<file path="config.mk">
export PLATFORM = sky130hd
export DESIGN_NAME = cache_miss_unit
export DESIGN_NICKNAME = d
export VERILOG_FILES = /design/src/cache_types_pkg.sv /design/src/cache_mshr_buffer.sv /design/src/cache_bank.sv /design/src/cache_miss_unit.sv
export SDC_FILE = /design/constraint.sdc
export NUM_CORES = 1
export LEC_CHECK = 0
export BUFFER_PORTS_ARGS = -buffer_cell sky130_fd_sc_hd__buf_2
export CORE_UTILIZATION = 45
export CTS_BUF_LIST = sky130_fd_sc_hd__clkbuf_4
export CTS_CLUSTER_SIZE = 25
export DETAILED_ROUTE_END_ITERATION = 8
export SETUP_SLACK_MARGIN = 0.05
export SYNTH_ARGS = -nofsm -noshare
export SYNTH_HDL_FRONTEND = slang
export SYNTH_HIERARCHICAL = 1
export SYNTH_SLANG_ARGS = --single-unit
export TNS_END_PERCENT = 30
</file>
<file path="constraint.sdc">
create_clock -name CLK -period 6.81 [get_ports CLK]
set_input_delay 0.3405 -clock CLK [delete_from_list [all_inputs] [get_ports CLK]]
set_output_delay 0.3405 -clock CLK [all_outputs]
set_load 0.02 [all_outputs]
</file>
<file path="src/cache_types_pkg.sv">
`default_nettype none

package cache_types_pkg;

    // ==================================================
    // widths and constants
    // ==================================================
    localparam int WORD_W            = 32;
    localparam int BYTE_OFF_BIT_LEN  = 2;
    localparam int BLOCK_OFF_BIT_LEN = 2;
    localparam int BLOCK_WORDS       = 4;
    localparam int INDEX_BIT_LEN     = 4;
    localparam int TAG_BIT_LEN       = 24;
    localparam int ADDR_W            = 32;
    localparam int UUID_SIZE         = 8;

    typedef logic [WORD_W-1:0]                  word_t;
    typedef logic [ADDR_W-1:0]                  addr_t;
    typedef logic [UUID_SIZE-1:0]               uuid_t;
    typedef logic [BLOCK_WORDS-1:0][WORD_W-1:0] block_t;   // word 0 sits in the low bits
    typedef logic [BLOCK_WORDS-1:0]             wmask_t;

    localparam uuid_t UUID_MAX = uuid_t'(255);  // counter wraps to 0 after this

    // ==================================================
    // request and entry records
    // ==================================================
    typedef struct packed {
        logic [TAG_BIT_LEN-1:0]       tag;
        logic [INDEX_BIT_LEN-1:0]     index;
        logic [BLOCK_OFF_BIT_LEN-1:0] block_offset;
        logic [BYTE_OFF_BIT_LEN-1:0]  byte_offset;
    } mem_addr_fields;

    typedef struct packed {
        mem_addr_fields addr;
        logic           rw_mode;       // 1 for a store
        word_t          store_value;
    } in_mem_instr;

    typedef struct packed {
        logic   valid;
        uuid_t  uuid;
        addr_t  block_addr;            // offsets are always zero here
        wmask_t write_status;
        block_t write_block;
    } mshr_reg;

    typedef enum logic [1:0] {
        IDLE,
        REQ,
        WAIT,
        FILL
    } bank_state_t;

endpackage

`default_nettype wire

</file>
<file path="src/cache_mshr_buffer.sv">
`timescale 1ns/100ps
`default_nettype none

module cache_mshr_buffer #(
    parameter int MSHR_BUFFER_LEN = 4
) (
    input  logic                         CLK,
    input  logic                         nRST,
    input  logic                         miss,
    input  cache_types_pkg::in_mem_instr mem_instr,
    input  logic                         bank_empty,
    output cache_types_pkg::mshr_reg     mshr_out,
    output logic                         stall,
    output cache_types_pkg::uuid_t       uuid_out
);
    import cache_types_pkg::*;

    localparam int LAST = MSHR_BUFFER_LEN - 1;

    mshr_reg [LAST:0]   slots;
    mshr_reg [LAST:0]   next_slots;
    mshr_reg [LAST:0]   merged;       // slots after a secondary miss is folded in
    logic    [LAST-1:0] hit;
    logic    [LAST:0]   open;         // slot is empty or its entry leaves this cycle
    mshr_reg            cand;
    uuid_t              uuid_cnt;
    uuid_t              next_uuid;
    logic               secondary;
    logic               primary;
    logic               accept;

    // ==================================================
    // candidate entry from the incoming request
    // ==================================================
    always_comb begin
        cand            = '0;
        cand.valid      = 1'b1;
        cand.uuid       = next_uuid;
        cand.block_addr = {mem_instr.addr.tag, mem_instr.addr.index,
                           (BLOCK_OFF_BIT_LEN + BYTE_OFF_BIT_LEN)'(0)};
        if (mem_instr.rw_mode) begin
            cand.write_status[mem_instr.addr.block_offset] = 1'b1;
            cand.write_block[mem_instr.addr.block_offset]  = mem_instr.store_value;
        end
    end

    // the last slot is left out of the search since the bank may take it this cycle
    always_comb begin
        merged = slots;
        for (int i = 0; i < LAST; i++) begin
            hit[i] = miss && slots[i].valid && (slots[i].block_addr == cand.block_addr);
            if (hit[i]) begin
                merged[i].write_status = slots[i].write_status | cand.write_status;
                if (mem_instr.rw_mode) begin
                    merged[i].write_block[mem_instr.addr.block_offset] =
                        mem_instr.store_value;
                end
            end
        end
    end

    // a slot can take the entry behind it once the slot ahead makes room
    always_comb begin
        open[LAST] = !slots[LAST].valid || bank_empty;
        for (int j = LAST - 1; j >= 0; j--) begin
            open[j] = !slots[j].valid || open[j+1];
        end
    end

    assign next_uuid = (uuid_cnt == UUID_MAX) ? '0 : uuid_cnt + 1'b1;
    assign secondary = |hit;
    assign primary   = miss && !secondary;
    assign accept    = primary && open[0];
    assign stall     = primary && !open[0];         // secondaries never wait
    assign uuid_out  = accept ? next_uuid : slots[0].uuid;
    assign mshr_out  = slots[LAST];

    // ==================================================
    // queue update
    // ==================================================
    always_comb begin
        if (open[0]) begin
            next_slots[0] = accept ? cand : '0;
        end else begin
            next_slots[0] = merged[0];
        end
        for (int j = 1; j <= LAST; j++) begin
            next_slots[j] = open[j] ? merged[j-1] : merged[j];
        end
    end

    always_ff @(posedge CLK, negedge nRST) begin
        if (!nRST) begin
            slots    <= '0;
            uuid_cnt <= '0;
        end else begin
            slots <= next_slots;
            if (accept) begin
                uuid_cnt <= next_uuid;   // only a primary that got a slot uses up an id
            end
        end
    end

endmodule

`default_nettype wire

</file>
<file path="src/cache_bank.sv">
`timescale 1ns/100ps
`default_nettype none

module cache_bank (
    input  logic                     CLK,
    input  logic                     nRST,
    input  cache_types_pkg::mshr_reg mshr_out,
    output logic                     bank_empty,
    output logic                     mem_req,
    output cache_types_pkg::addr_t   mem_addr,
    input  logic                     mem_ready,
    input  cache_types_pkg::block_t  mem_rdata,
    output logic                     fill_valid,
    output cache_types_pkg::uuid_t   fill_uuid,
    output cache_types_pkg::addr_t   fill_addr,
    output cache_types_pkg::block_t  fill_block,
    output cache_types_pkg::wmask_t  fill_wmask
);
    import cache_types_pkg::*;

    bank_state_t state;
    bank_state_t next_state;
    uuid_t       cur_uuid;
    addr_t       cur_addr;
    wmask_t      cur_wmask;
    block_t      cur_wdata;
    block_t      merged_block;
    block_t      fill_data;
    logic        take;

    assign take = (state == IDLE) && mshr_out.valid;   // buffer shifts on the same edge

    // ==================================================
    // state machine
    // ==================================================
    always_comb begin
        next_state = state;
        case (state)
            IDLE: begin
                if (take) begin
                    next_state = REQ;
                end
            end
            REQ: begin
                next_state = WAIT;   // one read request per entry
            end
            WAIT: begin
                if (mem_ready) begin
                    next_state = FILL;
                end
            end
            FILL: begin
                next_state = IDLE;
            end
            default: begin
                next_state = IDLE;
            end
        endcase
    end

    always_ff @(posedge CLK, negedge nRST) begin
        if (!nRST) begin
            state <= IDLE;
        end else begin
            state <= next_state;
        end
    end

    // ==================================================
    // entry capture and store merge
    // ==================================================
    always_ff @(posedge CLK) begin
        if (take) begin
            cur_uuid  <= mshr_out.uuid;
            cur_addr  <= mshr_out.block_addr;
            cur_wmask <= mshr_out.write_status;
            cur_wdata <= mshr_out.write_block;
        end
    end

    // pending store words win over what memory returns
    always_comb begin
        for (int w = 0; w < BLOCK_WORDS; w++) begin
            merged_block[w] = cur_wmask[w] ? cur_wdata[w] : mem_rdata[w];
        end
    end

    always_ff @(posedge CLK) begin
        if ((state == WAIT) && mem_ready) begin
            fill_data <= merged_block;
        end
    end

    assign bank_empty = (state == IDLE);
    assign mem_req    = (state == REQ);
    assign mem_addr   = cur_addr;
    assign fill_valid = (state == FILL);
    assign fill_uuid  = cur_uuid;
    assign fill_addr  = cur_addr;
    assign fill_block = fill_data;
    assign fill_wmask = cur_wmask;

endmodule

`default_nettype wire

</file>
<file path="src/cache_miss_unit.sv">
`timescale 1ns/100ps
`default_nettype none

module cache_miss_unit #(
    parameter int MSHR_BUFFER_LEN = 4
) (
    input  logic                         CLK,
    input  logic                         nRST,

    // miss port from the cache pipeline
    input  logic                         miss,
    input  cache_types_pkg::in_mem_instr mem_instr,
    output logic                         stall,
    output cache_types_pkg::uuid_t       uuid_out,

    // block read port to memory
    output logic                         mem_req,
    output cache_types_pkg::addr_t       mem_addr,
    input  logic                         mem_ready,
    input  cache_types_pkg::block_t      mem_rdata,

    // filled block back to the cache
    output logic                         fill_valid,
    output cache_types_pkg::uuid_t       fill_uuid,
    output cache_types_pkg::addr_t       fill_addr,
    output cache_types_pkg::block_t      fill_block,
    output cache_types_pkg::wmask_t      fill_wmask
);
    import cache_types_pkg::*;

    mshr_reg mshr_out;      // oldest queue entry offered to the bank
    logic    bank_empty;

    cache_mshr_buffer #(
        .MSHR_BUFFER_LEN (MSHR_BUFFER_LEN)
    ) mshr_buffer_i (
        .CLK        (CLK),
        .nRST       (nRST),
        .miss       (miss),
        .mem_instr  (mem_instr),
        .bank_empty (bank_empty),
        .mshr_out   (mshr_out),
        .stall      (stall),
        .uuid_out   (uuid_out)
    );

    cache_bank bank_i (
        .CLK        (CLK),
        .nRST       (nRST),
        .mshr_out   (mshr_out),
        .bank_empty (bank_empty),
        .mem_req    (mem_req),
        .mem_addr   (mem_addr),
        .mem_ready  (mem_ready),
        .mem_rdata  (mem_rdata),
        .fill_valid (fill_valid),
        .fill_uuid  (fill_uuid),
        .fill_addr  (fill_addr),
        .fill_block (fill_block),
        .fill_wmask (fill_wmask)
    );

endmodule

`default_nettype wire

</file>
==> key figures, run 1 <==
Synthesis
  • Total of warnings raised by yosys: 6
  • FFs w/ async S/R, synth: 69.57%
  • Most used DFF post-synth: dfrtp_1
  • FF+latch count, synth: 986
  • Post-Syn Instances: 3,662
  • Post-synthesis sequential area ratio: 60.64%
  • Post-Syn Area: 43,170 sq um
  • Yosys cell types: 68
  • Avg Inst Size Synth: 11.79 sq um
  • Number of flops mapped to enable cells by yosys: 300

Timing
  • Setup TNS Final: 0 ns
  • RSZ-0062 raised after global routing: false
  • Setup slack after layout: 1.780 ns
  • Hold Violations, Final: 0
  • Slew Viols, Final: 0
  • Crit share post-route: 73.87%
  • Max_slew headroom: 13.06%
  • Final setup viols: 0
  • Min Tclk post-route: 5.030 ns
  • Final clock skew: 0.08658 ns
  • Max Clock Freq: 0.1988 GHz
  • Final hold slack: 0.1663 ns
  • Slew @ Worst Pin: 1.304 ns

Floorplan
  • # rows: 113
  • Die Ht: 311.7 microns
  • Boundary pin count: 412
  • Die width: 311.7 microns
  • Core Footprint: 95,010 sq um
  • Die area: 97,170 sq um
  • Initial core utilization: 45.43%

Clock tree
  • Setup Buffers After CTS: 0
  • # H-tree levels: 5
  • CTS Sinks: 986
  • Inserted Clock Buffers: 285
  • Clock transition at path regs: 0.06 ns
  • CTS tree: built
  • Root buffer cell: clkbuf_4
  • Worst-Skew Late Latency: 1.16 ns
  • CTS Buffer Depth: 4

Setup path
  • Max FO, Critical Path: 15
  • Kind of critical path: reg2out
  • Startpoint types: flop
  • Crit path DAT: 4.69 ns
  • Reg2Reg Setup Slack: 2.93 ns
  • CP required: 6.47 ns
  • Crit. End Element: output pin

Placement
  • GPL Wtd Cong: 0.8309
  • Hpwl dp: 73,890 microns
  • Pre-CTS WS: 2.923 ns
  • PortBufs: 409
  • Placed cell count: 4,874

Global route
  • Number of global-route vias before repair: 32,160
  • First-pass GRT wire length: 199,600 microns
  • Gr usage total: 26.87%
  • Pin count of the biggest net entering global routing: 196
  • Initial antenna violation count: 5
  • Overflow after GRT: 0

Detailed routing
  • Initial DRT Pass Iterations: 5
  • DR vias: 32,220
  • Drt total wl: 132,000 microns
  • Vias per cell: 5.614
  • DRC Markers: 0
  • Drt wl/cell: 23.01 microns
  • Initial drt markers: 3,037
  • Final ANT Viol Nets: 0

Final layout
  • Multi-input gate area: 13,980 sq um
  • Non-Filler Instances: 5,738
  • Area Overhead vs Synth: 19.98%
  • Number of fillers in the final layout: 8,365
  • Share of layout cells above drive strength 1: 25.82%
  • Final net count: 4,472
  • Reg area: 26,180 sq um
  • Commonest non-fill, non-tap cells in the layout: nand2_1, dfrtp_1, clkbuf_4, buf_2, dlygate4sd3_1
  • Most common cell after layout, fill and taps aside: nand2_1

Power and ir drop
  • Reg power frac: 41.2%
  • Sw Share: 38.43%
  • Cell Int Power: 15.29 mW
  • Logic pwr share: 36.7%
  • Max IR drop VDD: 0.0006968 V
  • Clock share of power: 22.1%
  • Power Dens Cells: 479.5 nW/um^2
  • P_leak: 22.39 nW
  • Total power: 24.83 mW
  • Switch Pwr: 9.544 mW

Hold path
  • Worst Hold Class: in2reg

Outcome
  • Run status: finished clean

Flow run
  • MaxCap Viol Count: 0
==> area by class of cell <==
type | instances | area share [%]
flip-flops and latches | 986 | 50.54
multi-input cells | 2117 | 27.00
repair buffers | 838 | 12.22
clock buffers | 452 | 6.552
well taps | 1265 | 3.056
inverters | 42 | 0.3044
clock inverters | 31 | 0.2923
diodes | 7 | 0.03382
==> registers in the layout, indices dropped and copies added, names as in the netlist, 4 cells and up <==
register / count
bank_i/fill_wmask: 4
bank_i/fill_addr: 32
mshr_buffer_i/uuid_cnt: 8
mshr_buffer_i/merged: 111
mshr_buffer_i/slots: 396
bank_i/fill_uuid: 8
bank_i/cur_wdata: 128
mshr_buffer_i/mshr_out: 169
bank_i/fill_block: 128
==> through the flow <==
step | instance area [sq um] | utilization [%]
final | 51790 | 54.51
after global routing | 51790 | 54.51
after CTS | 51770 | 54.49
after detailed placement | 44470 | 46.80
after global placement | 44470 | 46.80
after floorplan | 43180 | -
==> power groups by stage <==
stage / logic [mW] / registers (mW) / clock network, mW
2_1_floorplan: 6.81 / 10.2 / 0
3_3_place_gp: 8.56 / 10.3 / 0
3_5_place_dp: 8.76 / 10.3 / 0
4_1_cts: 9.07 / 10.2 / 5.62
5_1_grt: 9.88 / 10.5 / 5.96
6_report: 9.11 / 10.2 / 5.49
==> synthesized netlist by cell type (4+ instances only) <==
| cell | number | area, sq um |
|---|---|---|
| nor2_1 | 147 | 551.8 |
| o22ai_1 | 99 | 619.3 |
| o21ai_1 | 4 | 20.02 |
| or2_2 | 4 | 25.02 |
| buf_4 | 214 | 1607 |
| nor2b_1 | 5 | 31.28 |
| nor3_1 | 13 | 65.06 |
| buf_1 | 5 | 18.77 |
| xnor2_1 | 20 | 175.2 |
| buf_2 | 38 | 190.2 |
| mux2_4 | 120 | 1802 |
| a21oi_1 | 13 | 65.06 |
| xor2_1 | 71 | 621.9 |
| o21ai_0 | 68 | 340.3 |
| nand2_1 | 691 | 2594 |
| nand4_1 | 15 | 93.84 |
| a31oi_1 | 269 | 1683 |
| o31ai_1 | 130 | 975.9 |
| ha_1 | 5 | 62.56 |
| buf_12 | 12 | 240.2 |
| inv_1 | 20 | 75.07 |
| nor4_1 | 24 | 150.1 |
| and4_1 | 5 | 43.79 |
| clkbuf_1 | 231 | 867.1 |
| clkinv_1 | 22 | 82.58 |
| edfxtp_1 | 300 | 9009 |
| mux2_2 | 18 | 202.7 |
| a32oi_1 | 128 | 1121 |
| a31o_2 | 13 | 113.9 |
| and2_1 | 47 | 294.0 |
| a32o_1 | 60 | 600.6 |
| a31o_1 | 29 | 254.0 |
| dfrtp_1 | 686 | 17170 |
| a2bb2oi_2 | 27 | 405.4 |
| nand3_1 | 13 | 65.06 |
| buf_6 | 18 | 202.7 |
| a2bb2oi_1 | 5 | 43.79 |
| o32ai_1 | 32 | 280.3 |
==> final timing paths <==
kind	startpoint	to	cells after the start
min reg2reg	mshr_buffer_i/mshr_out[57]	bank_i/cur_wdata[57]	0
min in group asynchronous	nRST	mshr_buffer_i/slots[446]	4
max in group asynchronous	nRST	mshr_buffer_i/mshr_out[61]	4
max	mshr_buffer_i/merged[138]	uuid_out[6]	7
min	mem_instr[31]	mshr_buffer_i/mshr_out[127]	4
max reg2reg	bank_i/state[1]	mshr_buffer_i/slots[62]	9
==> critical path, cell delays in order (launching register included) <==
cell     delay, ns
dfrtp_1       0.40
xor2_1        0.21
or3b_1        0.42
nor4_2        0.85
a21oi_2       0.42
nand2_1       0.63
mux2_2        0.45
buf_2         0.17
==> routing by layer <==
layer | share of wire [%] | up-vias | GRT usage (%) | routed length (microns)
met3 | 6.9 | 196 | 6.069 | 9077
met2 | 47 | 1202 | 41.88 | 61820
met5 | 0.013 | - | 0 | 17
met4 | 2.3 | 2 | 8.846 | 3002
li1 | - | 14580 | - | -
met1 | 44 | 16240 | 37.18 | 58100
==> kinds of logic (layout without fill, tap and decap cells) <==
family                   after synthesis  in the layout  share of synthesized area [%]
AO/OA/AOI/OAI                        893            893                          15.53
XOR/XNOR                              91             91                          1.846
adder cells (fa/ha/maj)                5              5                         0.1449
buffers and inverters                562           1363                          7.652
flip-flops                           986            986                          60.64
multiplexers                         140            140                          4.690
other                                  1             11                       0.008688
AND/OR/NAND/NOR                      984            984                          9.487
==> what timing repair did <==
item / 4_1_cts / 5_1_grt
endpoints found under the hold margin: 904 / 0
hold buffers: 374 / 0
gates resized for setup: 0 / 0
Power figures use the tool's default switching activity.
==> run 2, diff against run 1 <==
- PLACE_DENSITY: unset -> 0.66
- clock period: 6.81 -> 4.38 ns (I/O delays scaled with it)
==> key figures, run 2 (synthesis gave the netlist of run 1 again) <==
Setup path
  • Kind of critical path: reg2out
  • Max FO, Critical Path: 12
  • Crit. End Element: output pin
  • Crit path DAT: 3.88 ns
  • Startpoint types: flop
  • CP required: 4.16 ns

Final layout
  • Non-Filler Instances: 5,783
  • Fin area: 52,300 sq um
  • Number of fillers in the final layout: 8,048
  • Commonest non-fill, non-tap cells in the layout: nand2_1, dfrtp_1, clkbuf_4, dlygate4sd3_1, buf_2
  • Register with the most flip-flops: mshr_buffer_i/slots
  • Max FFs per register: 396
  • Area Overhead vs Synth: 21.17%
  • Final net count: 4,529
  • Most common cell after layout, fill and taps aside: nand2_1
  • Share of layout cells above drive strength 1: 25.65%

Power and ir drop
  • Logic pwr share: 37.0%
  • Reg power frac: 41.2%
  • Total power: 38.78 mW
  • Cell Int Power: 23.76 mW
  • Max IR drop VDD: 0.0007846 V
  • Switch Pwr: 15.02 mW
  • Power Dens Cells: 741.5 nW/um^2
  • P_leak: 22.63 nW
  • Sw Share: 38.73%
  • Clock share of power: 21.9%

Global route
  • Initial antenna violation count: 9
  • Number of global-route vias before repair: 33,190
  • Gr usage total: 27.70%
  • First-pass GRT wire length: 205,600 microns
  • Overflow after GRT: 0
  • Pin count of the biggest net entering global routing: 129

Detailed routing
  • Drt total wl: 136,100 microns
  • Vias per cell: 5.767
  • DR vias: 33,350
  • Drt wl/cell: 23.53 microns
  • DRC Markers: 0
  • Initial drt markers: 3,311
  • Final ANT Viol Nets: 0
  • Initial DRT Pass Iterations: 6

Timing
  • RSZ-0062 raised after global routing: false
  • Max Clock Freq: 0.2437 GHz
  • Slew Viols, Final: 0
  • Hold Violations, Final: 0
  • Slew @ Worst Pin: 1.228 ns
  • Max_slew headroom: 18.14%
  • Setup TNS Final: 0 ns
  • Setup slack after layout: 0.2766 ns
  • Min Tclk post-route: 4.103 ns
  • Crit share post-route: 93.68%
  • Final clock skew: 0.09439 ns
  • Final setup viols: 0

Floorplan
  • Die area: 97,170 sq um
  • Die Ht: 311.7 microns
  • # rows: 113
  • Boundary pin count: 412
  • Core Footprint: 95,010 sq um
  • Die width: 311.7 microns
  • Initial core utilization: 45.43%

Placement
  • Hpwl dp: 76,000 microns
  • PortBufs: 409
  • GPL Wtd Cong: 0.9051
  • Placed cell count: 4,892
  • Post-DP Area: 44,600 sq um
  • Pre-CTS WS: 1.019 ns

Clock tree
  • # H-tree levels: 5
  • Worst-Skew Late Latency: 1.18 ns
  • CTS tree: built
  • Inserted Clock Buffers: 278
  • Clock transition at path regs: 0.07 ns
  • CTS Buffer Depth: 4
  • Root buffer cell: clkbuf_4
  • CTS Sinks: 986

Flow run
  • MaxCap Viol Count: 0

Hold path
  • Worst Hold Class: in2reg

Outcome
  • Run status: finished clean
==> run 2: cell types whose count changed in the layout (fill, tap and decap cells not counted), moves of 2 or more <==
cell,change
dlygate4sd3_1,+44
buf_4,+15
clkbuf_4,-15
a31oi_2,+6
a31oi_4,-6
buf_12,+5
clkinv_1,-4
clkinv_2,-3
bufinv_16,+2
inv_2,+2
==> run 2: final timing paths <==
path,start,end,slack [ns],depth (start not counted)
setup / recovery,mshr_buffer_i/merged[504],uuid_out[7],0.28,8
hold reg to reg,mshr_buffer_i/mshr_out[121],bank_i/cur_wdata[121],0.41,0
hold / removal,mem_instr[11],mshr_buffer_i/mshr_out[107],0.12,4
max in group asynchronous,nRST,mshr_buffer_i/mshr_out[41],3.36,4
setup reg to reg,mshr_buffer_i/merged[504],mshr_buffer_i/slots[21],0.73,10
min in group asynchronous,nRST,mshr_buffer_i/slots[237],0.42,4
==> run 2: worst max-delay path, stage by stage, from the launching register on <==
cell and delay (ns):
dfrtp_1 0.41, xor2_1 0.16, nor4_1 0.51, and4_1 0.51, a22oi_2 0.17, buf_4 0.19
buf_4 0.17, a31oi_1 0.37, buf_2 0.25
==> run 2: power by group through the flow <==
stage / registers [mW] / logic (mW) / clock network (mW)
3_3_place_gp: 16.0 / 13.2 / 0
6_report: 16.0 / 14.3 / 8.48
4_1_cts: 15.9 / 14.1 / 8.63
5_1_grt: 16.3 / 15.5 / 9.15
3_5_place_dp: 16.1 / 13.5 / 0
2_1_floorplan: 15.8 / 10.6 / 0
==> run 2: per-layer routing <==
metal,up-vias,share of wire (%),GRT usage (%)
li1,14670,-,-
met1,16610,41,37.14
met2,1779,45,41.62
met3,292,11,8.811
met4,4,3.5,11.26
met5,-,0.020,0
==> run 2: area by class of cell <==
| cell class | instances | area (sq um) | share of cell area [%] |
|---|---|---|---|
| well taps | 1265 | 1583 | 3.026 |
| diodes | 7 | 17.52 | 0.03349 |
| repair buffers | 902 | 6984 | 13.35 |
| clock buffers | 437 | 3281 | 6.272 |
| flip-flops and latches | 986 | 26180 | 50.04 |
| inverters | 42 | 157.7 | 0.3014 |
| clock inverters | 27 | 180.2 | 0.3445 |
| multi-input cells | 2117 | 13930 | 26.62 |
==> run 2: repair_timing <==
| item | CTS | global route |
|---|---|---|
| endpoints found under the setup margin | 7 | 0 |
| setup buffers | 2 | 0 |
| hold endpoints to repair | 1451 | 0 |
| hold buffers | 418 | 0 |
| gates resized for setup | 2 | 0 |
==> run 2: through the flow <==
stage	utilization (%)	hold slack [ns]
2_1_floorplan	-	-0.07659
3_3_place_gp	46.94	0.3338
3_5_place_dp	46.94	0.3246
4_1_cts	55.03	0.003285
5_1_grt	55.05	0.04391
6_report	55.05	0.1244
